**config.mk**
```make
export PLATFORM = sky130hd
export DESIGN_NAME = imm_extend
export DESIGN_NICKNAME = d
export VERILOG_FILES = /design/src/cpu_ctrl_pkg.sv /design/src/rv_isa_pkg.sv /design/src/imm_extend.sv
export SDC_FILE = /design/constraint.sdc
export NUM_CORES = 1
export LEC_CHECK = 0
export ABC_AREA = 1
export BUFFER_PORTS_ARGS = -buffer_cell sky130_fd_sc_hd__buf_2
export CORE_AREA = 2 2 39 41
export DETAILED_ROUTE_END_ITERATION = 7
export DIE_AREA = 0 0 41 43
export MAX_ROUTING_LAYER = met4
export PLACE_DENSITY = 0.95
export SLEW_MARGIN = 40
export SYNTH_ARGS = -nofsm -noshare
export SYNTH_HDL_FRONTEND = slang
export SYNTH_SLANG_ARGS = --single-unit
```
**constraint.sdc**
```tcl
create_clock -name vclk -period 0.8
set_input_delay 0.08 -clock vclk [all_inputs]
set_output_delay 0.08 -clock vclk [all_outputs]
set_load 0.1 [all_outputs]
```
**src/cpu_ctrl_pkg.sv**
```systemverilog
`default_nettype none

package cpu_ctrl_pkg;

    localparam int XLEN = 32;       // word width

    typedef logic [XLEN-1:0] word_t;

    // alu operation codes
    typedef enum logic [3:0] {
        ALU_ADD  = 4'b0000,
        ALU_SUB  = 4'b0001,
        ALU_AND  = 4'b0010,
        ALU_OR   = 4'b0011,
        ALU_XOR  = 4'b0100,
        ALU_SLT  = 4'b0101,     // signed compare
        ALU_SLTU = 4'b0110,     // unsigned compare
        ALU_SRL  = 4'b0111,
        ALU_SLL  = 4'b1000,
        ALU_SRA  = 4'b1001,
        ALU_BLT  = 4'b1010,
        ALU_JAL  = 4'b1011,     // add, branch always
        ALU_JALR = 4'b1100,     // add, branch always
        ALU_BEQ  = 4'b1101,
        ALU_BNE  = 4'b1110,
        ALU_ADDR = 4'b1111      // address add for loads and stores
    } alu_op_e;

    localparam int DMEM_WORDS = 256;                // data ram depth
    localparam int DMEM_AW    = $clog2(DMEM_WORDS); // word index width

endpackage

`default_nettype wire

```
**src/rv_isa_pkg.sv**
```systemverilog
`default_nettype none

package rv_isa_pkg;

    // major opcodes, instr[6:0]
    typedef enum logic [6:0] {
        OP_REG    = 7'b0110011, // add, sub, sll ... and
        OP_IMM    = 7'b0010011, // addi ... andi, shifts by shamt
        OP_LOAD   = 7'b0000011, // lb, lw
        OP_STORE  = 7'b0100011, // sb, sw
        OP_BRANCH = 7'b1100011, // beq, bne, blt
        OP_JALR   = 7'b1100111,
        OP_JAL    = 7'b1101111
    } opcode_e;

    // load / store width in funct3
    localparam logic [2:0] F3_BYTE = 3'b000;
    localparam logic [2:0] F3_WORD = 3'b010;

    // branch conditions in funct3
    localparam logic [2:0] F3_BEQ = 3'b000;
    localparam logic [2:0] F3_BNE = 3'b001;
    localparam logic [2:0] F3_BLT = 3'b100;

    // immediate formats handed from decoder to extender
    typedef enum logic [2:0] {
        IMM_I = 3'b000,         // loads, op-imm, jalr
        IMM_S = 3'b001,         // stores
        IMM_B = 3'b010,         // branches, bit 0 zero
        IMM_J = 3'b100          // jal, bit 0 zero
    } imm_sel_e;

    typedef logic [4:0] reg_addr_t; // x0 .. x31

endpackage

`default_nettype wire

```
**src/imm_extend.sv**
```systemverilog
`timescale 1ns/1ps
`default_nettype none

module imm_extend
    import rv_isa_pkg::*;
    import cpu_ctrl_pkg::*;
(
    input  word_t    instr_i,
    input  imm_sel_e imm_src_i,
    output word_t    imm_o
);

    always_comb begin
        case (imm_src_i)
            IMM_S: imm_o = {{20{instr_i[31]}}, instr_i[31:25], instr_i[11:7]};
            IMM_B: imm_o = {{19{instr_i[31]}}, instr_i[31], instr_i[7],
                            instr_i[30:25], instr_i[11:8], 1'b0};   // halfword offset
            IMM_J: imm_o = {{11{instr_i[31]}}, instr_i[31], instr_i[19:12],
                            instr_i[20], instr_i[30:21], 1'b0};     // +-1 MiB
            default: imm_o = {{20{instr_i[31]}}, instr_i[31:20]};   // I format
        endcase
    end

endmodule

`default_nettype wire

```
==> results by stage, run 1 <==
Place:
- Buffers placed on the I/O ports in this run total 48.
- The weighted congestion at the end of routability-driven global placement is 0.7157.
- The instance area after placement is around 1100 sq um.
- The HPWL after detailed placement is about 1400 microns.
- The worst-case setup slack after placement is -277.3 ps.

Yosys:
- The largest family of logic cells by synthesized area is simple AND/OR/NAND/NOR gates.
- The number of different library cells in the post-synthesis netlist is 13.
- The compound-gate portion of the synthesized area came to 0.01250.
- The mapped netlist covers about 400 sq um.
- Of the post-synthesis cell area, the part taken by muxes is 0.
- Of the synthesized area, sequential elements account for 0.
- The cell count after synthesis is 67.
- The xor and xnor fraction of the mapped netlist area is 0.
- Of the total synthesized cell area, the portion taken by full adders, half adders and majority gates is 0.
- The synthesized area per cell is 5.976 sq um.
- The total nets after synthesis is slightly above 100.
- Of the total synthesized cell area, the portion taken by AND, OR, NAND and NOR gates is 0.6188.
- The total number of yosys warnings is 0.

Outcome:
- The halt point of the flow is 5_1_grt.
- The flow did not finish.
- The first error in the log reads "[ERROR DPL-0038] Utilization greater than 100%, impossible to legalize".

Floorplan:
- After floorplanning, the core was divided into 14 placement rows.
- The width of the die is between 40 and 50 microns.
- 67 I/O pins were placed.
- From bottom edge to top edge, the die measures approximately 43 microns.
- The initial core utilization is 0.2893.

Global routing:
- The maximum number of pins on one net before global-route repair is 13.

Timing:
- The last reported worst endpoint of the global-route repair pass is imm_o[2].
- The kind of the worst endpoint is a primary output.

CTS:
- The hold buffer count at cts is 0.
==> what timing repair did <==
action / in CTS
pin swaps: 17
resized for setup: 44
setup endpoints to repair: 14
buffers inserted: 2
==> cells by family after synthesis <==
logic type / after synthesis
buffers and inverters: 21
AO/OA/AOI/OAI: 1
AND/OR/NAND/NOR: 45
==> cells in the mapped netlist (all sizes together) <==
cell / n / area share
nand2: 25 / 0.33
buf: 19 / 0.35
nand3: 17 / 0.23
inv: 2 / 0.019
nor2: 2 / 0.044
nand4: 1 / 0.016
o21ai: 1 / 0.012
==> stage by stage <==
step / cells / util
detailed placement: 116 / 0.7966
global placement: 116 / 0.7966
floorplan: 67 / -
CTS: 118 / 0.9566
==> run 2: changes to the inputs <==
--- a/config.mk
+++ b/config.mk
@@ -7,11 +7,10 @@
 export LEC_CHECK = 0
 export ABC_AREA = 1
 export BUFFER_PORTS_ARGS = -buffer_cell sky130_fd_sc_hd__buf_2
-export CORE_AREA = 2 2 39 41
+export CORE_AREA = 2 2 63 65
 export DETAILED_ROUTE_END_ITERATION = 7
-export DIE_AREA = 0 0 41 43
-export MAX_ROUTING_LAYER = met4
-export PLACE_DENSITY = 0.95
+export DIE_AREA = 0 0 65 67
+export PLACE_DENSITY_LB_ADDON = 0.15
 export SLEW_MARGIN = 40
 export SYNTH_ARGS = -nofsm -noshare
 export SYNTH_HDL_FRONTEND = slang
==> run 2 against run 1 <==
Against the previous run: the flow now finishes, with violations (setup timing); area after synthesis did not move; synthesized cell count did not move.
==> results by stage, run 2 <==
Finish:
- Leaving out fill and tap cells, the most frequent cell in the layout is sky130_fd_sc_hd__buf_12.
- The number of antenna diodes in the final layout is 0.
- The fill cell instance count of the final layout is 356.
- Once layout is complete, the utilization of the core stands at 0.3956.
- The area taken by flip-flops and latches is 0 sq um.
- The final layout contains a sequential cell count of 0.
- The post-route cell area is 1426 sq um.
- At the end of the flow, the number of nets in the layout was 141.
- The area of the multi-input gates is ~580 sq um.
- The number of clock buffers in the layout is 0.
- The share of cells above drive strength 1 is 0.9519.
- In the layout the commonest cells are sky130_fd_sc_hd__buf_12 (29), sky130_fd_sc_hd__buf_2 (19), sky130_fd_sc_hd__nand2_4 (15), sky130_fd_sc_hd__nand3_4 (10).
- The area growth from synthesis to layout is 256.3%.

Routing:
- The detailed-route vias per instance is between 3 and 4.
- The sum of routed wire length over all layers is 1630 microns.
- The detailed router finished its first iteration with 14 violations.
- The post-detailed-route count of antenna-violating nets is 0.
- Across all layers, the routed design uses 562 vias.
- After detailed routing, the average wire length per cell comes to around 11 microns.
- The number of detailed-routing iterations run before antenna repair is 2.
- For this run, design rule violations remaining after detail routing come to 0.

Floorplan:
- The initial core utilization is 0.1110 (-0.1783).
- The number of core rows was 22 (+8).
- The die covers roughly 4400 sq um.
- The overall die height came to 67 microns (+56%).
- The core region area is about 3600 sq um.
- The width of the die is 65 microns (+59%).
- The I/O pin count is 67 (unchanged).

Timing:
- The post-route worst setup slack is -170.2 ps.
- The number of hold violations in the final report is 0.
- The worst-case headroom to the max-slew limit is 0.8662.
- Setup repair after global routing could not meet its margin everywhere.
- The post-layout minimum cycle time is approximately 970 ps.
- The pin slew with the least headroom to its limit is between 200 and 250 ps.
- Derived from the worst setup path, the maximum achievable clock frequency is about 1.0 GHz.
- Hold timing on the final database bottoms out at a slack of around 160 ps.
- Setup violations remaining at the end of the flow were counted as 14.
- In the finished design, the share of the clock period the worst path needs comes to 1.213.
- The max-slew violation total from the final report is 0.

Setup path:
- The worst setup path is captured at a primary output.
- The cell with the largest stage delay on the worst path is sky130_fd_sc_hd__nor2_4.
- In this run the worst path has a maximum fanout of 8.
- Data on the critical path arrives at its endpoint at about 890 ps.
- STA classifies the critical path startpoint as a primary input.
- The setup path with the least slack is of type in -> out.
- The signal on the critical path passes through buf_12 > nor2_4 > buf_12 > nand3_4 > nand2_4 > buf_12.
- For the worst setup path, the data required time is roughly 720 ps.
- The critical path's top delay family is buffers and inverters.
- The delay contributed by the slowest stage of the critical path is around 180 ps.
- By instance count, the cell type seen most on the critical path is sky130_fd_sc_hd__buf_12.
- The number of buffers and inverters on the critical path is 3.

Global routing:
- The number of antenna violations at the first check in global routing was 0.
- Summed over all layers, the global routing overflow is 0.
- The number of global-route vias before repair is ~570.
- The first-pass GRT wire length is 2608 microns.
- Across every metal layer, demand over resource in global routing totals 0.07280.
- Entering global routing, the biggest net connects 12 pins.

Power and ir drop:
- Internal power comes to roughly 0.00056 W.
- The maximum VDD drop is 0.0004183 V.
- Power spread over the standard cell area amounts to 1096 nW/um^2.
- Of the total power, the share spent switching nets is 0.6441.
- The share of total power dissipated in combinational logic is 1.000.
- The power dissipated by switching net loads is about 0.0010 W.
- The leakage component of the power is slightly above 0.6 nW.
- The share of total power dissipated in sequential elements is 0.
- The portion of total power attributed to the clock network is 0.

Yosys:
- The post-synthesis instance area came to 400.4 sq um (unchanged).
- The total nets after synthesis is 102 (unchanged).
- The synthesized area per cell is 5.976 sq um (unchanged).
- The total number of yosys warnings is 0 (unchanged).
- The cell type contributing the most total cell area after synthesis is sky130_fd_sc_hd__buf_4.
- The cell count after synthesis is 67 (unchanged).
- The most frequent cell after synthesis is sky130_fd_sc_hd__buf_4.
- The commonest cells after synthesis are sky130_fd_sc_hd__buf_4 (18), sky130_fd_sc_hd__nand3_1 (16), sky130_fd_sc_hd__nand2_1 (13).
- The number of different library cells in the post-synthesis netlist is 13 (unchanged).
- Sorting the synthesized cells by area gives the leading types as sky130_fd_sc_hd__buf_4 (34%), sky130_fd_sc_hd__nand3_1 (20%), sky130_fd_sc_hd__nand2_2 (16%).
- The area share of the largest cell type after synthesis is 0.3375 (unchanged).
- The sequential element share of the synthesized area is 0 (unchanged).

Min path:
- The worst hold path terminates at imm_o[5].
- Along the worst hold path, the cell count comes to 0.
- The start point of the worst hold path is instr_i[25].
- The min-delay analysis places its worst path in the category in -> out.

Place:
- The number of buffers added on ports came to 48 (unchanged).
- The weighted congestion at the end of routability-driven global placement is 0.6434 (-10%).
- The detailed-placement wirelength estimate came to 1340 microns (-5.0%).
- The instance area after placement was 1152 sq um (+4.5%).

Outcome:
- The checks that failed: setup timing.
- The run finished, with violations left.

Flow run:
- Across the run, the number of max-cap violations was 0.

CTS:
- The hold buffer count at cts is 0 (unchanged).
## run 2: cell counts after synthesis
Identical to the previous run, type by type.
## run 2: power groups by stage
stage               Clock, W  Sequential (W)  Combinational [W]
floorplan                  0               0            0.00106
global placement           0               0            0.00143
detailed placement         0               0            0.00143
CTS                        0               0            0.00151
global route               0               0            0.00161
finish                     0               0            0.00156
## run 2: layer usage
layer / routed length [microns] / track usage / up-vias
met3: 144 / 0.02365 / 0
li1: - / - / 276
met1: 608 / 0.1000 / 262
met2: 878 / 0.1173 / 24
met4: 0 / 0 / 0
met5: 0 / 0 / -
## run 2: cells by family (layout without fill, tap and decap cells)
logic type,count (synthesis),after routing,synth area share
simple gates,45,45,0.6188
buf+inv,21,58,0.3687
compound gates,1,1,0.01249
## run 2: repair_timing
action	4_1_cts	5_1_grt
endpoints found under the setup margin	14	26
gates cloned	0	0
buffers inserted	0	1
pin swaps	18	6
resized for setup	32	23
endpoints found under the hold margin	0	0
## run 2: how the worst max path moves through the flow
stage	cells past startpoint	startpoint	end	slack [ps]
after floorplan	4	imm_src_i[1]	imm_o[12]	-70
after detailed placement	8	imm_src_i[0]	imm_o[1]	-270
after global routing	7	imm_src_i[2]	imm_o[4]	-210
after global placement	8	imm_src_i[0]	imm_o[1]	-250
after CTS	7	imm_src_i[2]	imm_o[1]	-180
final	6	imm_src_i[1]	imm_o[13]	-170
## run 2: cell type report
| type | count | share of cell area |
|---|---|---|
| inverter | 2 | 0.01316 |
| multi-input combinational | 46 | 0.4079 |
| tap | 48 | 0.04211 |
| timing repair buffer | 56 | 0.5368 |
## run 2: stage by stage
stage               setup slack (ps)  cells  total power [W]  TNS, ps
finish                        -170.2    152         0.001564    -2263
global route                  -214.3    152         0.001613    -2875
CTS                           -176.2    151         0.001507    -2136
detailed placement            -268.4    151         0.001426    -2900
global placement              -249.4    151         0.001427    -2834
floorplan                     -67.80     67         0.001060   -560.3
Note: power is estimated with default switching activity, not from simulation.
