==> src/cpu_ctrl_pkg.sv <==
`default_nettype none

package cpu_ctrl_pkg;

    localparam int XLEN = 32;       // word width

    typedef logic [XLEN-1:0] word_t;

    // alu operation codes
    typedef enum logic [3:0] {
        ALU_ADD  = 4'b0000,
        ALU_SUB  = 4'b0001,
        ALU_AND  = 4'b0010,
        ALU_OR   = 4'b0011,
        ALU_XOR  = 4'b0100,
        ALU_SLT  = 4'b0101,     // signed compare
        ALU_SLTU = 4'b0110,     // unsigned compare
        ALU_SRL  = 4'b0111,
        ALU_SLL  = 4'b1000,
        ALU_SRA  = 4'b1001,
        ALU_BLT  = 4'b1010,
        ALU_JAL  = 4'b1011,     // add, branch always
        ALU_JALR = 4'b1100,     // add, branch always
        ALU_BEQ  = 4'b1101,
        ALU_BNE  = 4'b1110,
        ALU_ADDR = 4'b1111      // address add for loads and stores
    } alu_op_e;

    localparam int DMEM_WORDS = 256;                // data ram depth
    localparam int DMEM_AW    = $clog2(DMEM_WORDS); // word index width

endpackage

`default_nettype wire

==> src/alu.sv <==
`timescale 1ns/1ps
`default_nettype none

module alu
    import cpu_ctrl_pkg::*;
(
    input  word_t   src_a_i,      // rs1
    input  word_t   src_b_i,      // rs2 or immediate
    input  alu_op_e alu_ctrl_i,
    output word_t   result_o,
    output logic    branch_o      // branch taken
);

    logic [4:0] shamt;
    word_t      sum;
    word_t      diff;
    logic       lt_s;
    logic       lt_u;
    logic       eq;

    assign shamt = src_b_i[4:0];                  // rv32 shifts use 5 bits
    assign sum   = src_a_i + src_b_i;
    assign diff  = src_a_i - src_b_i;
    assign lt_s  = $signed(src_a_i) < $signed(src_b_i);
    assign lt_u  = src_a_i < src_b_i;
    assign eq    = (src_a_i == src_b_i);

    always_comb begin
        case (alu_ctrl_i)
            ALU_ADD, ALU_ADDR, ALU_JAL, ALU_JALR: result_o = sum;
            ALU_SUB:  result_o = diff;
            ALU_AND:  result_o = src_a_i & src_b_i;
            ALU_OR:   result_o = src_a_i | src_b_i;
            ALU_XOR:  result_o = src_a_i ^ src_b_i;
            ALU_SLT:  result_o = {{(XLEN-1){1'b0}}, lt_s};
            ALU_SLTU: result_o = {{(XLEN-1){1'b0}}, lt_u};
            ALU_SRL:  result_o = src_a_i >> shamt;
            ALU_SLL:  result_o = src_a_i << shamt;
            ALU_SRA:  result_o = word_t'($signed(src_a_i) >>> shamt);
            default:  result_o = diff;            // branch compares, not written back
        endcase
    end

    always_comb begin
        case (alu_ctrl_i)
            ALU_BEQ:            branch_o = eq;
            ALU_BNE:            branch_o = !eq;
            ALU_BLT:            branch_o = lt_s;
            ALU_JAL, ALU_JALR:  branch_o = 1'b1;  // unconditional
            default:            branch_o = 1'b0;
        endcase
    end

endmodule

`default_nettype wire

==> config.mk <==
export PLATFORM = sky130hd
export DESIGN_NAME = alu
export DESIGN_NICKNAME = d
export VERILOG_FILES = /design/src/cpu_ctrl_pkg.sv /design/src/alu.sv
export SDC_FILE = /design/constraint.sdc
export NUM_CORES = 1
export LEC_CHECK = 0
export ABC_AREA = 1
export BUFFER_PORTS_ARGS = -buffer_cell sky130_fd_sc_hd__buf_2
export CAP_MARGIN = 20
export CORE_UTILIZATION = 40
export DETAILED_ROUTE_END_ITERATION = 16
export PLACE_DENSITY = 0.58
export SYNTH_ARGS = -nofsm -noshare
export SYNTH_HDL_FRONTEND = slang
export SYNTH_SLANG_ARGS = --single-unit
==> constraint.sdc <==
create_clock -name vclk -period 3.67
set_input_delay 0.5505 -clock vclk [all_inputs]
set_output_delay 0.5505 -clock vclk [all_outputs]
set_load 0.01 [all_outputs]
==> impl_metrics.py, run 1 <==
metrics = {
    "status": {
        "status": "complete, no violations",
    },
    "sta": {
        "worst_slew_pin_slew_ns": 0.757,
        "timing.final.crit_share": 0.940,
        "final.setup.worst_slack_ns": 0.219,
        "period_needed_ns": 3.45,
        "rsz0062_at_grt": "false",
        "tns_ns": 0,
        "setup_viol": 0,
        "slew_headroom": 0.494,
        "max_freq_mhz": 290,
        "hold_viol": 0,
        "slew_violations": 0,
    },
    "cells_and_area": {
        "area_growth_syn_to_layout_pct": 8.44,
        "multiInputGateArea_mm2": 0.00856,
        "fin_cells": 2493,
        "sequential_cell_total": 0,
        "num-clock-buffers": 0,
        "drive_gt1_frac": 0.0952,
        "diodes": 0,
        "final_net_count": 2332,
        "regArea_um2": 0,
        "fill_cells": 3031,
        "final_area_mm2": 0.0111,
    },
    "floorplan": {
        "start_util": 0.407,
        "num_rows": 58,
        "pin_count": 101,
        "coreArea_mm2": 0.0251,
        "dieArea_mm2": 0.0262,
        "die_w_um": 162,
        "die_h_um": 162,
    },
    "global_route": {
        "grt-ovfl-total": 0,
        "grt_pass1_wl_mm": 76.9,
        "antenna_found_initial": 0,
        "grt_pass1_vias": 13009,
        "grt_use_total": 0.385,
        "grt_max_degree": 71,
    },
    "route": {
        "ant_nets": 0,
        "wl_met1_mm": 22.4,
        "drt_first_pass_iters": 7,
        "routed-wl-met3_mm": 4.42,
        "route.vias.total": 14390,
        "route.detailed.vias_per_inst": 5.77,
        "wl_per_cell_um": 20.9,
        "drt-total-wl_mm": 52.1,
        "dr.max_layer_used": "met4",
        "wl_met2_mm": 23.3,
        "first_iter_violations": 2019,
        "drc": 0,
    },
    "placed_design": {
        "gp_congestion": 1.05,
        "post-dp-hpwl_mm": 43.6,
        "place_area_mm2": 0.0111,
        "io_buffers": 101,
        "place_inst": 2493,
        "pre_cts_ws_ns": 0.145,
    },
    "critical_path": {
        "cpMaxStageDelayCell": "ha_1",
        "cp-start-kind": "input port",
        "cp-end-kind": "output pin",
        "critical_path.cell_chain": "buf_2 -> inv_1 -> ha_1 -> nand2_1 -> nor2_1 -> inv_1 -> nor2_1 -> nand4_1 -> nand3_1 -> nand2_1 -> nand3_1 -> nand4_1 -> buf_2",
        "cp_max_fo": 11,
        "critPathMaxStageDelay_ns": 0.50,
        "crit_family": "simple AND/OR/NAND/NOR gates",
        "critPathBufInv": 4,
        "worst_ep_required_time_ns": 3.12,
        "crit_arrival_ns": 2.90,
        "crit_type": "in2out",
    },
    "hold_path": {
        "hold_class": "in2out",
    },
    "pwr": {
        "power_density_mw_per_mm2": 160,
        "power.total_w": 0.00178,
        "power_leakage_nw": 6.52,
        "vdd.ir_drop.worst_uv": 79.3,
    },
    "synth": {
        "synthDistinctLibCells": 45,
        "syn_inst": 2102,
        "synth_warnings": 0,
        "syn_nets": 2269,
        "netlist_area_mm2": 0.0102,
        "avgSynthCellArea_um2": 4.87,
        "yosysSeqAreaShare": 0,
    },
    "job": {
        "maxCapViolations": 0,
    },
    "clock_tree": {
        "ctsHoldBuffers": 0,
    },
}
## synthesized netlist by cell type (6+ instances only)
library cell,count,area share
and2_1,7,0.0043
nand4_1,44,0.027
nand3_1,364,0.18
a21oi_1,111,0.054
buf_4,6,0.0044
buf_6,9,0.0099
ha_1,97,0.12
o21ai_0,52,0.025
nand2_1,735,0.27
buf_2,59,0.029
nand2_2,7,0.0043
nor2_1,155,0.057
o211ai_1,10,0.0073
inv_2,13,0.0048
o21bai_1,7,0.0051
nand3b_1,7,0.0051
clkbuf_1,10,0.0037
inv_1,294,0.11
o22ai_1,26,0.016
buf_1,9,0.0033
nor3_1,22,0.011
xor2_1,7,0.0060
## report_power, final
group	switching [W]	internal, W
clock	0	0
sequential	0	0
combinational	0.00124	0.000536
total	0.00124	0.000536
## path summary, 6_finish.rpt
| kind | start | endpoint | slack, ns | depth (start not counted) |
|---|---|---|---|---|
| worst min-delay path | alu_ctrl_i[2] | branch_o | 1.69 | 5 |
| worst max-delay path | src_a_i[13] | result_o[17] | 0.22 | 13 |
## per-layer routing
| layer | track usage | vias to the layer above |
|---|---|---|
| met4 | 0.137 | 0 |
| met2 | 0.624 | 760 |
| met1 | 0.534 | 6633 |
| met5 | 0 | - |
| li1 | - | 6881 |
| met3 | 0.0266 | 116 |
## per-stage QoR
step / hold slack [ns] / util
6_report: 1.69 / 0.442
3_5_place_dp: 1.69 / 0.441
2_1_floorplan: 1.37 / -
5_1_grt: 1.75 / 0.442
4_1_cts: 1.69 / 0.441
3_3_place_gp: 1.67 / 0.441
## cell families (layout without fill, tap and decap cells)
kind of cell / Yosys count / in the layout / synth area share
AND/OR/NAND/NOR: 1370 / 1370 / 0.587
XOR/XNOR: 8 / 8 / 0.00685
adder cells (fa/ha/maj): 99 / 99 / 0.123
AO/OA/AOI/OAI: 222 / 222 / 0.119
buffers and inverters: 403 / 464 / 0.164
## layout by cell type, fill, tap and decap left out, types with 21 or more instances in the layout
master / instances
nor3_1: 21
nor2_1: 153
nand3_1: 364
nand4_1: 44
ha_1: 97
a21oi_1: 111
buf_2: 101
inv_1: 293
buf_4: 49
o21ai_0: 52
o22ai_1: 26
nand2_1: 735
## layout make-up
cell class | count | area share
Multi-Input combinational cell | 1699 | 0.771
Inverter | 310 | 0.105
Timing Repair Buffer | 154 | 0.0860
Tap cell | 330 | 0.0372
## timing repair
item / 4_1_cts / 5_1_grt
endpoints found under the setup margin: 0 / 5
resized for setup: 0 / 2
setup buffers: 0 / 0
(Power assumes the default switching activity.)
==> run 2: changes to the inputs <==
--- a/config.mk
+++ b/config.mk
@@ -8,6 +8,7 @@
 export ABC_AREA = 1
 export BUFFER_PORTS_ARGS = -buffer_cell sky130_fd_sc_hd__buf_2
 export CAP_MARGIN = 20
+export CORE_MARGIN = 2
 export CORE_UTILIZATION = 40
 export DETAILED_ROUTE_END_ITERATION = 16
 export PLACE_DENSITY = 0.58
==> run 2 against run 1 <==
Final cell count is 0.24% higher. Via count shrank 0.30%. Global-route usage fell by 0.52 points. Combinational power about the same. Routed wire length increased by 1.1%. Design area increased by 0.27%. Sequential share of layout area unchanged. Non-clock buffer count is 6 higher. Fmax is 1.8% lower. Count of clock-buffer cells in the layout unchanged. Die area up 2.5%. Flip-flop and latch count unchanged. Largest cell class unchanged.
==> impl_metrics.py, run 2 (synthesis results as in run 1) <==
metrics = {
    "route": {
        "first_iter_violations": 1912,
        "drt_first_pass_iters": 6,
        "drt-total-wl_mm": 52.6,
        "drc": 0,
        "ant_nets": 0,
        "route.vias.total": 14347,
        "route.detailed.vias_per_inst": 5.74,
        "wl_per_cell_um": 21.1,
    },
    "critical_path": {
        "cp-start-kind": "input port",
        "crit_type": "in2out",
        "cp_max_fo": 10,
        "worst_ep_required_time_ns": 3.12,
        "cp-end-kind": "output pin",
        "crit_arrival_ns": 2.96,
    },
    "sta": {
        "slew_violations": 0,
        "max_freq_mhz": 285,
        "slew_headroom": 0.526,
        "tns_ns": 0,
        "rsz0062_at_grt": "false",
        "timing.final.crit_share": 0.957,
        "period_needed_ns": 3.51,
        "setup_viol": 0,
        "final.setup.worst_slack_ns": 0.156,
        "hold_viol": 0,
        "worst_slew_pin_slew_ns": 0.704,
    },
    "pwr": {
        "switchingPower_w": 0.00124,
        "power_leakage_nw": 6.54,
        "clockPowerShare": 0,
        "seq_power_share": 0,
        "share_comb_of_total_power": 1.000,
        "power_density_mw_per_mm2": 160,
        "sw_frac_of_total": 0.697,
        "vdd.ir_drop.worst_uv": 75.7,
        "p_int_w": 0.000538,
    },
    "global_route": {
        "grt_use_total": 0.380,
        "grt_pass1_vias": 13105,
        "grt_pass1_wl_mm": 76.9,
        "antenna_found_initial": 0,
        "grt-ovfl-total": 0,
        "grt_max_degree": 71,
    },
    "floorplan": {
        "start_util": 0.407,
        "die_h_um": 164,
        "dieArea_mm2": 0.0269,
        "coreArea_mm2": 0.0251,
        "num_rows": 58,
        "pin_count": 101,
        "die_w_um": 164,
    },
    "cells_and_area": {
        "multiInputGateArea_mm2": 0.00855,
        "layout_common_cells": "nand2_1 (735), nand3_1 (364), inv_1 (293)",
        "final_net_count": 2338,
        "sequential_cell_total": 0,
        "diodes": 0,
        "fill_cells": 3064,
        "num-clock-buffers": 0,
        "regArea_um2": 0,
        "layout_commonest_cell": "nand2_1",
        "area_growth_syn_to_layout_pct": 8.74,
        "drive_gt1_frac": 0.0973,
    },
    "hold_path": {
        "hold_class": "in2out",
        "worstHoldPathCells": 5,
    },
    "placed_design": {
        "io_buffers": 101,
        "post-dp-hpwl_mm": 44.5,
        "gp_congestion": 1.03,
        "pre_cts_ws_ns": 0.158,
    },
    "status": {
        "status": "complete, no violations",
    },
    "job": {
        "maxCapViolations": 0,
    },
    "clock_tree": {
        "cts_setup_buffers": 0,
    },
}
==> run 2: cell types whose count changed in the layout (fill, tap and decap cells not counted), sizes merged <==
cell	previous run	this run
buf	154	160
==> run 2: path summary, 6_finish.rpt <==
check	from	end	slack, ns
max	src_a_i[7]	result_o[0]	0.16
min	alu_ctrl_i[2]	branch_o	1.69
==> run 2: cell type report <==
class,count,area share
timing repair buffer,160,0.0887
tap,330,0.0371
inverter,310,0.105
multi-input combinational,1699,0.769
==> run 2: worst max-delay path, stage by stage <==
cell,delay (ns)
buf_2,0.19
inv_1,0.07
ha_1,0.45
nor2_1,0.33
nand2_1,0.12
clkinv_1,0.12
nand3_1,0.08
nand2_1,0.17
nand2_1,0.07
nand2_1,0.20
nand2_1,0.13
nand2_1,0.10
nand2_1,0.07
nand3_1,0.07
nand3_1,0.08
buf_2,0.15
==> run 2: repair_timing <==
action	4_1_cts	5_1_grt
hold buffers	0	0
resized for setup	0	1
setup endpoints to repair	0	4
==> run 2: power groups by stage <==
stage	registers [W]	logic, W	clock network [W]
after floorplan	0	0.00110	0
after global routing	0	0.00193	0
after global placement	0	0.00172	0
after CTS	0	0.00173	0
final	0	0.00178	0
after detailed placement	0	0.00172	0
==> run 2: per-layer routing <==
layer	track usage	wire length, µm	up-vias
met1	0.510	22600	6624
li1	-	-	6895
met4	0.138	2290	0
met2	0.629	23500	715
met5	0	0	-
met3	0.0409	4300	113
==> run 2: metrics by stage <==
stage               total power (W)  utilization  hold WS, ns  cell area (µm²)  instances
floorplan                   0.00110            -         1.37            10200       2102
global placement            0.00172        0.443         1.67            11100       2499
detailed placement          0.00172        0.443         1.69            11100       2499
CTS                         0.00173        0.443         1.69            11100       2499
global route                0.00193        0.443         1.74            11100       2499
finish                      0.00178        0.443         1.69            11100       2499
