$ cat config.mk
export PLATFORM = sky130hd
export DESIGN_NAME = control
export DESIGN_NICKNAME = d
export VERILOG_FILES = /design/src/cpu_ctrl_pkg.sv /design/src/rv_isa_pkg.sv /design/src/control.sv
export SDC_FILE = /design/constraint.sdc
export NUM_CORES = 1
export LEC_CHECK = 0
export ABC_AREA = 1
export BUFFER_PORTS_ARGS = -buffer_cell sky130_fd_sc_hd__clkbuf_2
export CAP_MARGIN = 10
export CORE_AREA = 2 2 39 41
export DETAILED_ROUTE_END_ITERATION = 10
export DIE_AREA = 0 0 41 43
export PLACE_DENSITY_LB_ADDON = 0.15
export SYNTH_ARGS = -nofsm -noshare
export SYNTH_HDL_FRONTEND = slang
export SYNTH_SLANG_ARGS = --single-unit
$ cat constraint.sdc
create_clock -name vclk -period 1.8
set_clock_uncertainty 0.05 [all_clocks]
set_input_delay 0.54 -clock vclk [all_inputs]
set_output_delay 0.54 -clock vclk [all_outputs]
set_load 0.05 [all_outputs]
$ cat src/cpu_ctrl_pkg.sv
`default_nettype none

package cpu_ctrl_pkg;

    localparam int XLEN = 32;       // word width

    typedef logic [XLEN-1:0] word_t;

    // alu operation codes
    typedef enum logic [3:0] {
        ALU_ADD  = 4'b0000,
        ALU_SUB  = 4'b0001,
        ALU_AND  = 4'b0010,
        ALU_OR   = 4'b0011,
        ALU_XOR  = 4'b0100,
        ALU_SLT  = 4'b0101,     // signed compare
        ALU_SLTU = 4'b0110,     // unsigned compare
        ALU_SRL  = 4'b0111,
        ALU_SLL  = 4'b1000,
        ALU_SRA  = 4'b1001,
        ALU_BLT  = 4'b1010,
        ALU_JAL  = 4'b1011,     // add, branch always
        ALU_JALR = 4'b1100,     // add, branch always
        ALU_BEQ  = 4'b1101,
        ALU_BNE  = 4'b1110,
        ALU_ADDR = 4'b1111      // address add for loads and stores
    } alu_op_e;

    localparam int DMEM_WORDS = 256;                // data ram depth
    localparam int DMEM_AW    = $clog2(DMEM_WORDS); // word index width

endpackage

`default_nettype wire

$ cat src/rv_isa_pkg.sv
`default_nettype none

package rv_isa_pkg;

    // major opcodes, instr[6:0]
    typedef enum logic [6:0] {
        OP_REG    = 7'b0110011, // add, sub, sll ... and
        OP_IMM    = 7'b0010011, // addi ... andi, shifts by shamt
        OP_LOAD   = 7'b0000011, // lb, lw
        OP_STORE  = 7'b0100011, // sb, sw
        OP_BRANCH = 7'b1100011, // beq, bne, blt
        OP_JALR   = 7'b1100111,
        OP_JAL    = 7'b1101111
    } opcode_e;

    // load / store width in funct3
    localparam logic [2:0] F3_BYTE = 3'b000;
    localparam logic [2:0] F3_WORD = 3'b010;

    // branch conditions in funct3
    localparam logic [2:0] F3_BEQ = 3'b000;
    localparam logic [2:0] F3_BNE = 3'b001;
    localparam logic [2:0] F3_BLT = 3'b100;

    // immediate formats handed from decoder to extender
    typedef enum logic [2:0] {
        IMM_I = 3'b000,         // loads, op-imm, jalr
        IMM_S = 3'b001,         // stores
        IMM_B = 3'b010,         // branches, bit 0 zero
        IMM_J = 3'b100          // jal, bit 0 zero
    } imm_sel_e;

    typedef logic [4:0] reg_addr_t; // x0 .. x31

endpackage

`default_nettype wire

$ cat src/control.sv
`timescale 1ns/1ps
`default_nettype none

module control
    import rv_isa_pkg::*;
    import cpu_ctrl_pkg::*;
(
    input  opcode_e  op_i,            // instr[6:0]
    input  logic [2:0] funct3_i,
    input  logic     funct7bit_i,     // instr[30]
    output logic     mem_write_en_o,  // store strobe
    output logic     reg_write_en_o,  // write-back strobe
    output alu_op_e  alu_ctrl_o,
    output logic     alu_src_o,       // 1 = immediate as operand b
    output imm_sel_e imm_src_o,
    output logic     branch_src_o,    // control transfer, alu flag picks the target
    output logic     addr_select_o,   // 1 = word, 0 = byte access
    output logic     result_src_o,    // 1 = memory data to rd
    output logic     jal_o,           // link, pc + 4 to rd (jal and jalr)
    output logic     jalr_o           // target from alu result
);

    always_comb begin
        // defaults behave as a no-op
        mem_write_en_o = 1'b0;
        reg_write_en_o = 1'b0;
        alu_ctrl_o     = ALU_ADD;
        alu_src_o      = 1'b0;
        imm_src_o      = IMM_I;
        branch_src_o   = 1'b0;
        addr_select_o  = 1'b1;
        result_src_o   = 1'b0;
        jal_o          = 1'b0;
        jalr_o         = 1'b0;

        case (op_i)
            OP_REG, OP_IMM: begin
                reg_write_en_o = 1'b1;
                alu_src_o      = (op_i == OP_IMM);
                case (funct3_i)
                    // bit 30 only means sub for the register form
                    3'b000: alu_ctrl_o = (funct7bit_i && op_i == OP_REG) ? ALU_SUB : ALU_ADD;
                    3'b001: alu_ctrl_o = ALU_SLL;
                    3'b010: alu_ctrl_o = ALU_SLT;
                    3'b011: alu_ctrl_o = ALU_SLTU;
                    3'b100: alu_ctrl_o = ALU_XOR;
                    3'b101: alu_ctrl_o = funct7bit_i ? ALU_SRA : ALU_SRL; // both forms
                    3'b110: alu_ctrl_o = ALU_OR;
                    default: alu_ctrl_o = ALU_AND;
                endcase
            end
            OP_LOAD: begin
                alu_ctrl_o   = ALU_ADDR;   // rs1 + imm
                alu_src_o    = 1'b1;
                result_src_o = 1'b1;
                case (funct3_i)
                    F3_BYTE: begin
                        addr_select_o  = 1'b0;
                        reg_write_en_o = 1'b1;
                    end
                    F3_WORD: reg_write_en_o = 1'b1;
                    default: ;             // lh, lbu, lhu retire as no-op
                endcase
            end
            OP_STORE: begin
                alu_ctrl_o = ALU_ADDR;
                alu_src_o  = 1'b1;
                imm_src_o  = IMM_S;
                case (funct3_i)
                    F3_BYTE: begin
                        addr_select_o  = 1'b0;
                        mem_write_en_o = 1'b1;
                    end
                    F3_WORD: mem_write_en_o = 1'b1;
                    default: ;             // sh not supported
                endcase
            end
            OP_BRANCH: begin
                imm_src_o    = IMM_B;      // compare rs1 against rs2
                branch_src_o = 1'b1;
                case (funct3_i)
                    F3_BEQ: alu_ctrl_o = ALU_BEQ;
                    F3_BNE: alu_ctrl_o = ALU_BNE;
                    F3_BLT: alu_ctrl_o = ALU_BLT;
                    default: branch_src_o = 1'b0; // bge, bltu, bgeu fall through
                endcase
            end
            OP_JALR: begin
                reg_write_en_o = 1'b1;
                alu_ctrl_o     = ALU_JALR; // rs1 + imm, flag forced
                alu_src_o      = 1'b1;
                branch_src_o   = 1'b1;
                jal_o          = 1'b1;
                jalr_o         = 1'b1;
            end
            OP_JAL: begin
                reg_write_en_o = 1'b1;
                alu_ctrl_o     = ALU_JAL;  // target comes from pc + imm
                alu_src_o      = 1'b1;
                imm_src_o      = IMM_J;
                branch_src_o   = 1'b1;
                jal_o          = 1'b1;
            end
            default: ;                     // lui, auipc, system, ...
        endcase
    end

endmodule

`default_nettype wire

==> results.json, run 1 <==
{
  "status": "finished, violations left",
  "violations": "negative setup slack",
  "period_share": 1.19,
  "portBuffers": 26,
  "drt-initial-drc-count": 23,
  "ir_worst_vdd_v": 0.000109,
  "gr-usage-met2": 0.494,
  "yosys.area.top_type": "nand2_1",
  "drv_cap": 0,
  "leakage_nw": 0.616,
  "postLayoutSetupSlackWorst_ns": -0.335,
  "regArea_um2": 0,
  "syn_nets": 94,
  "grt_pass1_vias": 717,
  "worst_hold_path_type": "in -> out",
  "synth.area.top_cells": "nand2_1 (28%), nor2_1 (22%), inv_1 (10%)",
  "hold_viol": 0,
  "p_comb_frac": 1.000,
  "globalRouteMet1Util": 0.294,
  "power_switching_w": 0.0000980,
  "grt_max_degree": 10,
  "die_w_um": 41,
  "pre_cts_ws_ns": -0.429,
  "synth_cell_types": 12,
  "design_area_um2": 1250,
  "startpoint_type": "input port",
  "routed_wl_mm": 2.46,
  "ys_seq_area_frac": 0,
  "detail_route.wl_per_cell_um": 16.4,
  "syn_to_final_growth_pct": 240,
  "end_kind": "primary output",
  "p_seq_frac": 0,
  "relSlewSlack": 0.832,
  "top_usage_layer": "met2",
  "finalMaxSlewViolations": 0,
  "cts-hold-fix-buffers": 0,
  "core_um2": 1380,
  "final_nets": 147,
  "die_h_um": 43,
  "vias": 780,
  "diodes": 0,
  "fin_util": 0.901,
  "powerDensity_nw_per_um2": 147,
  "whs_ns": 1.58,
  "via_per_inst": 5.20,
  "ios": 26,
  "arrival_ns": 1.54,
  "gp_congestion": 0.787,
  "max_freq_ghz": 0.468,
  "drcViolationCount": 0,
  "fin_total_pwr_w": 0.000183,
  "rsz0062_at_grt": "yes",
  "antenna_left": 0,
  "internal_power_w": 0.0000851,
  "track_usage": 0.260,
  "post_dp_cell_area_um2": 890,
  "start_util": 0.265,
  "required_ns": 1.21,
  "yosys_warnings": 0,
  "antenna_found_initial": 0,
  "met3_usage": 0.0105,
  "worst_pin_slew_ns": 0.252,
  "synth_top_area_frac": 0.276,
  "min_period_ns": 2.13,
  "dp_hpwl_mm": 1.18,
  "cp_max_fo": 5,
  "power_frac_clock": 0,
  "firstDrtPassIters": 4,
  "nClkBuffers": 0,
  "design.seq.count": 0,
  "setup_viol": 15,
  "critPathKind": "in -> out",
  "switching_share": 0.535,
  "dieArea_um2": 1760,
  "syn_inst": 83,
  "syn_area_um2": 367,
  "overflow": 0,
  "synth_area_per_cell_um2": 4.42,
  "fp-row-count": 14,
  "drive_gt1_frac": 0.694,
  "grt_pass1_wl_mm": 3.26
}
[cell type report]
type	count	area, µm²
fill	52	136
inverter	13	73.8
multi-input combinational	70	493
tap	16	20.0
timing repair buffer	51	661
[per-layer routing]
metal,wire length [µm],vias to the layer above,share of wire
li1,-,364,-
met1,928,353,0.38
met2,1310,53,0.53
met3,117,10,0.048
met4,101,0,0.041
met5,0,-,0
[power by group through the flow]
stage          registers, W  clock network (W)  logic [W]
6_report                  0                  0   0.000183
3_3_place_gp              0                  0   0.000127
3_5_place_dp              0                  0   0.000129
2_1_floorplan             0                  0  0.0000677
4_1_cts                   0                  0   0.000163
5_1_grt                   0                  0   0.000193
[timing repair]
| action | 4_1_cts | 5_1_grt |
|---|---|---|
| endpoints found under the hold margin | 0 | 0 |
| endpoints found under the setup margin | 15 | 15 |
| gates resized for setup | 60 | 18 |
| buffers inserted | 1 | 1 |
| pin swaps | 9 | 7 |
[critical path, stage by stage]
cell and delay, ns:
clkbuf_16 0.12, clkinv_8 0.04, nand2_1 0.10, nor2_4 0.06, nand2_2 0.10, nand2_4 0.10, nor2_1 0.22, nand2_4 0.08
clkbuf_16 0.17
[final timing paths]
path | slack, ns | from | end | cells after the start
setup / recovery | -0.33 | op_i[3] | alu_ctrl_o[3] | 9
hold / removal | 1.58 | funct3_i[2] | mem_write_en_o | 6
[per-stage QoR]
| stage | std cells | TNS (ns) |
|---|---|---|
| 6_report | 150 | -3.74 |
| 5_1_grt | 150 | -4.14 |
| 4_1_cts | 149 | -3.02 |
| 3_5_place_dp | 148 | -5.09 |
| 3_3_place_gp | 148 | -4.82 |
| 2_1_floorplan | 83 | -1.84 |
[cell usage after synthesis, drive strengths merged]
master,count
nor3,1
nand4,3
o21ai,3
nand3,10
inv,13
a21oi,1
nor2,23
nand2,29
[cells in the final DEF (no fill, tap or decap), types with 5 or more instances in the layout]
cell type,Yosys,final
clkbuf_16,0,9
nor2_4,0,9
nand2_4,0,5
nand2_2,2,7
nor2_1,21,10
buf_6,0,8
nand3_1,7,5
inv_2,3,6
nand2_1,27,17
buf_4,0,19
buf_8,0,5
[cell families after synthesis]
| kind of cell | after synthesis | synth area share |
|---|---|---|
| compound gates | 4 | 0.0648 |
| buf+inv | 13 | 0.133 |
| simple gates | 66 | 0.802 |
No activity file was read; power rests on OpenSTA's default activity.
==> inputs of run 2 (changes only) <==
Settings changed: BUFFER_PORTS_ARGS -buffer_cell sky130_fd_sc_hd__clkbuf_2 to -buffer_cell sky130_fd_sc_hd__buf_2.
==> run 2 against run 1 <==
  * Power grew 2.6%
  * Via count shrank 8.8%
  * Die area is the same
  * Critical endpoint unchanged
  * The flow still finishes with violations (negative setup slack)
  * Sequential share of layout area is the same
  * Global-route usage shrank 3.0 points
  * Utilization shrank 4.0 points
==> results.json, run 2 (synthesis gave the netlist of run 1 again) <==
{
  "status": "finished, violations left",
  "violations": "negative setup slack",
  "antenna_found_initial": 0,
  "track_usage": 0.230,
  "power_switching_w": 0.000103,
  "power_frac_clock": 0,
  "leakage_nw": 0.622,
  "worst_hold_path_type": "in -> out",
  "postLayoutSetupSlackWorst_ns": -0.262,
  "grt_pass1_vias": 655,
  "p_comb_frac": 1.000,
  "syn_to_final_growth_pct": 225,
  "switching_share": 0.549,
  "final_nets": 146,
  "period_share": 1.15,
  "cp.depth": 7,
  "design.seq.count": 0,
  "min_period_ns": 2.06,
  "required_ns": 1.21,
  "via_per_inst": 4.77,
  "relSlewSlack": 0.816,
  "gp_congestion": 0.761,
  "firstDrtPassIters": 4,
  "ir_worst_vdd_v": 0.000110,
  "startpoint_type": "input port",
  "crit_buf_inv": 3,
  "setup-tns-final_ns": -2.78,
  "antenna_left": 0,
  "setup_viol": 15,
  "critPathKind": "in -> out",
  "overflow": 0,
  "drv_cap": 0,
  "portBuffers": 26,
  "diodes": 0,
  "dp_hpwl_mm": 1.16,
  "layout_commonest_cell": "buf_4",
  "cp_max_fo": 6,
  "critical_path.max_stage_delay_ns": 0.26,
  "regArea_um2": 0,
  "hold_viol": 0,
  "fillerInstances": 73,
  "die_h_um": 43,
  "start_util": 0.265,
  "finalMaxSlewViolations": 0,
  "cts-hold-fix-buffers": 0,
  "detail_route.wl_per_cell_um": 14.1,
  "max_freq_ghz": 0.485,
  "core_um2": 1380,
  "powerDensity_nw_per_um2": 157,
  "rsz0062_at_grt": "yes",
  "internal_power_w": 0.0000847,
  "fp-row-count": 14,
  "grt_max_degree": 9,
  "routed_wl_mm": 2.11,
  "ios": 26,
  "hold_depth": 6,
  "crit_path_cell_trace": "buf_2 > inv_4 > o21ai_0 > nor3_2 > nor2_4 > nand2_4 > buf_8",
  "fin_total_pwr_w": 0.000188,
  "path_delay_family": "buffers and inverters",
  "worst_pin_slew_ns": 0.274,
  "grt_pass1_wl_mm": 2.86,
  "final_cell_mix": "buf_4 (18), buf_8 (15), buf_6 (12)",
  "arrival_ns": 1.47,
  "dieArea_um2": 1760,
  "nClkBuffers": 0,
  "p_seq_frac": 0,
  "drive_gt1_frac": 0.789,
  "drt-initial-drc-count": 11,
  "end_kind": "primary output",
  "critical-path-slowest-cell": "o21ai_0",
  "vias": 711,
  "drcViolationCount": 0,
  "die_w_um": 41
}
[run 2: metrics by stage]
step                setup WS [ns]   util  area [µm²]  std cells  hold slack [ns]
floorplan                  -0.353      -         507         83             1.20
global placement           -0.364  0.594         822        147             1.59
detailed placement         -0.403  0.594         822        147             1.60
CTS                        -0.213  0.804        1110        148             1.52
global route               -0.327  0.862        1190        149             1.56
finish                     -0.262  0.862        1190        149             1.55
[run 2: final timing paths]
check	endpoint	slack [ns]	from
worst max-delay path	alu_ctrl_o[3]	-0.26	funct3_i[0]
worst min-delay path	imm_src_o[1]	1.55	op_i[2]
[run 2: routing by layer]
layer  up-vias  track usage  part of all wire  wire [µm]
met4         0            0             0.011         23
li1        366            -                 -          -
met1       323        0.272              0.38        804
met2        20        0.450              0.58       1230
met5         -            0                 0          0
met3         2            0             0.025         52
[run 2: layout make-up]
cell class                 instances  area (µm²)  area share
timing repair buffer              50         536       0.449
inverter                          13        81.3      0.0682
multi-input combinational         70         556       0.466
tap                               16        20.0      0.0168
[run 2: what timing repair did]
| action | 4_1_cts | 5_1_grt |
|---|---|---|
| pin swaps | 13 | 10 |
| setup endpoints to repair | 15 | 15 |
| resized for setup | 87 | 20 |
| setup buffers | 1 | 1 |
[run 2: power by group through the flow]
stage / registers [W] / clock network (W) / logic [W]
floorplan: 0 / 0 / 0.0000677
global placement: 0 / 0 / 0.000128
detailed placement: 0 / 0 / 0.000129
CTS: 0 / 0 / 0.000167
global route: 0 / 0 / 0.000199
finish: 0 / 0 / 0.000188
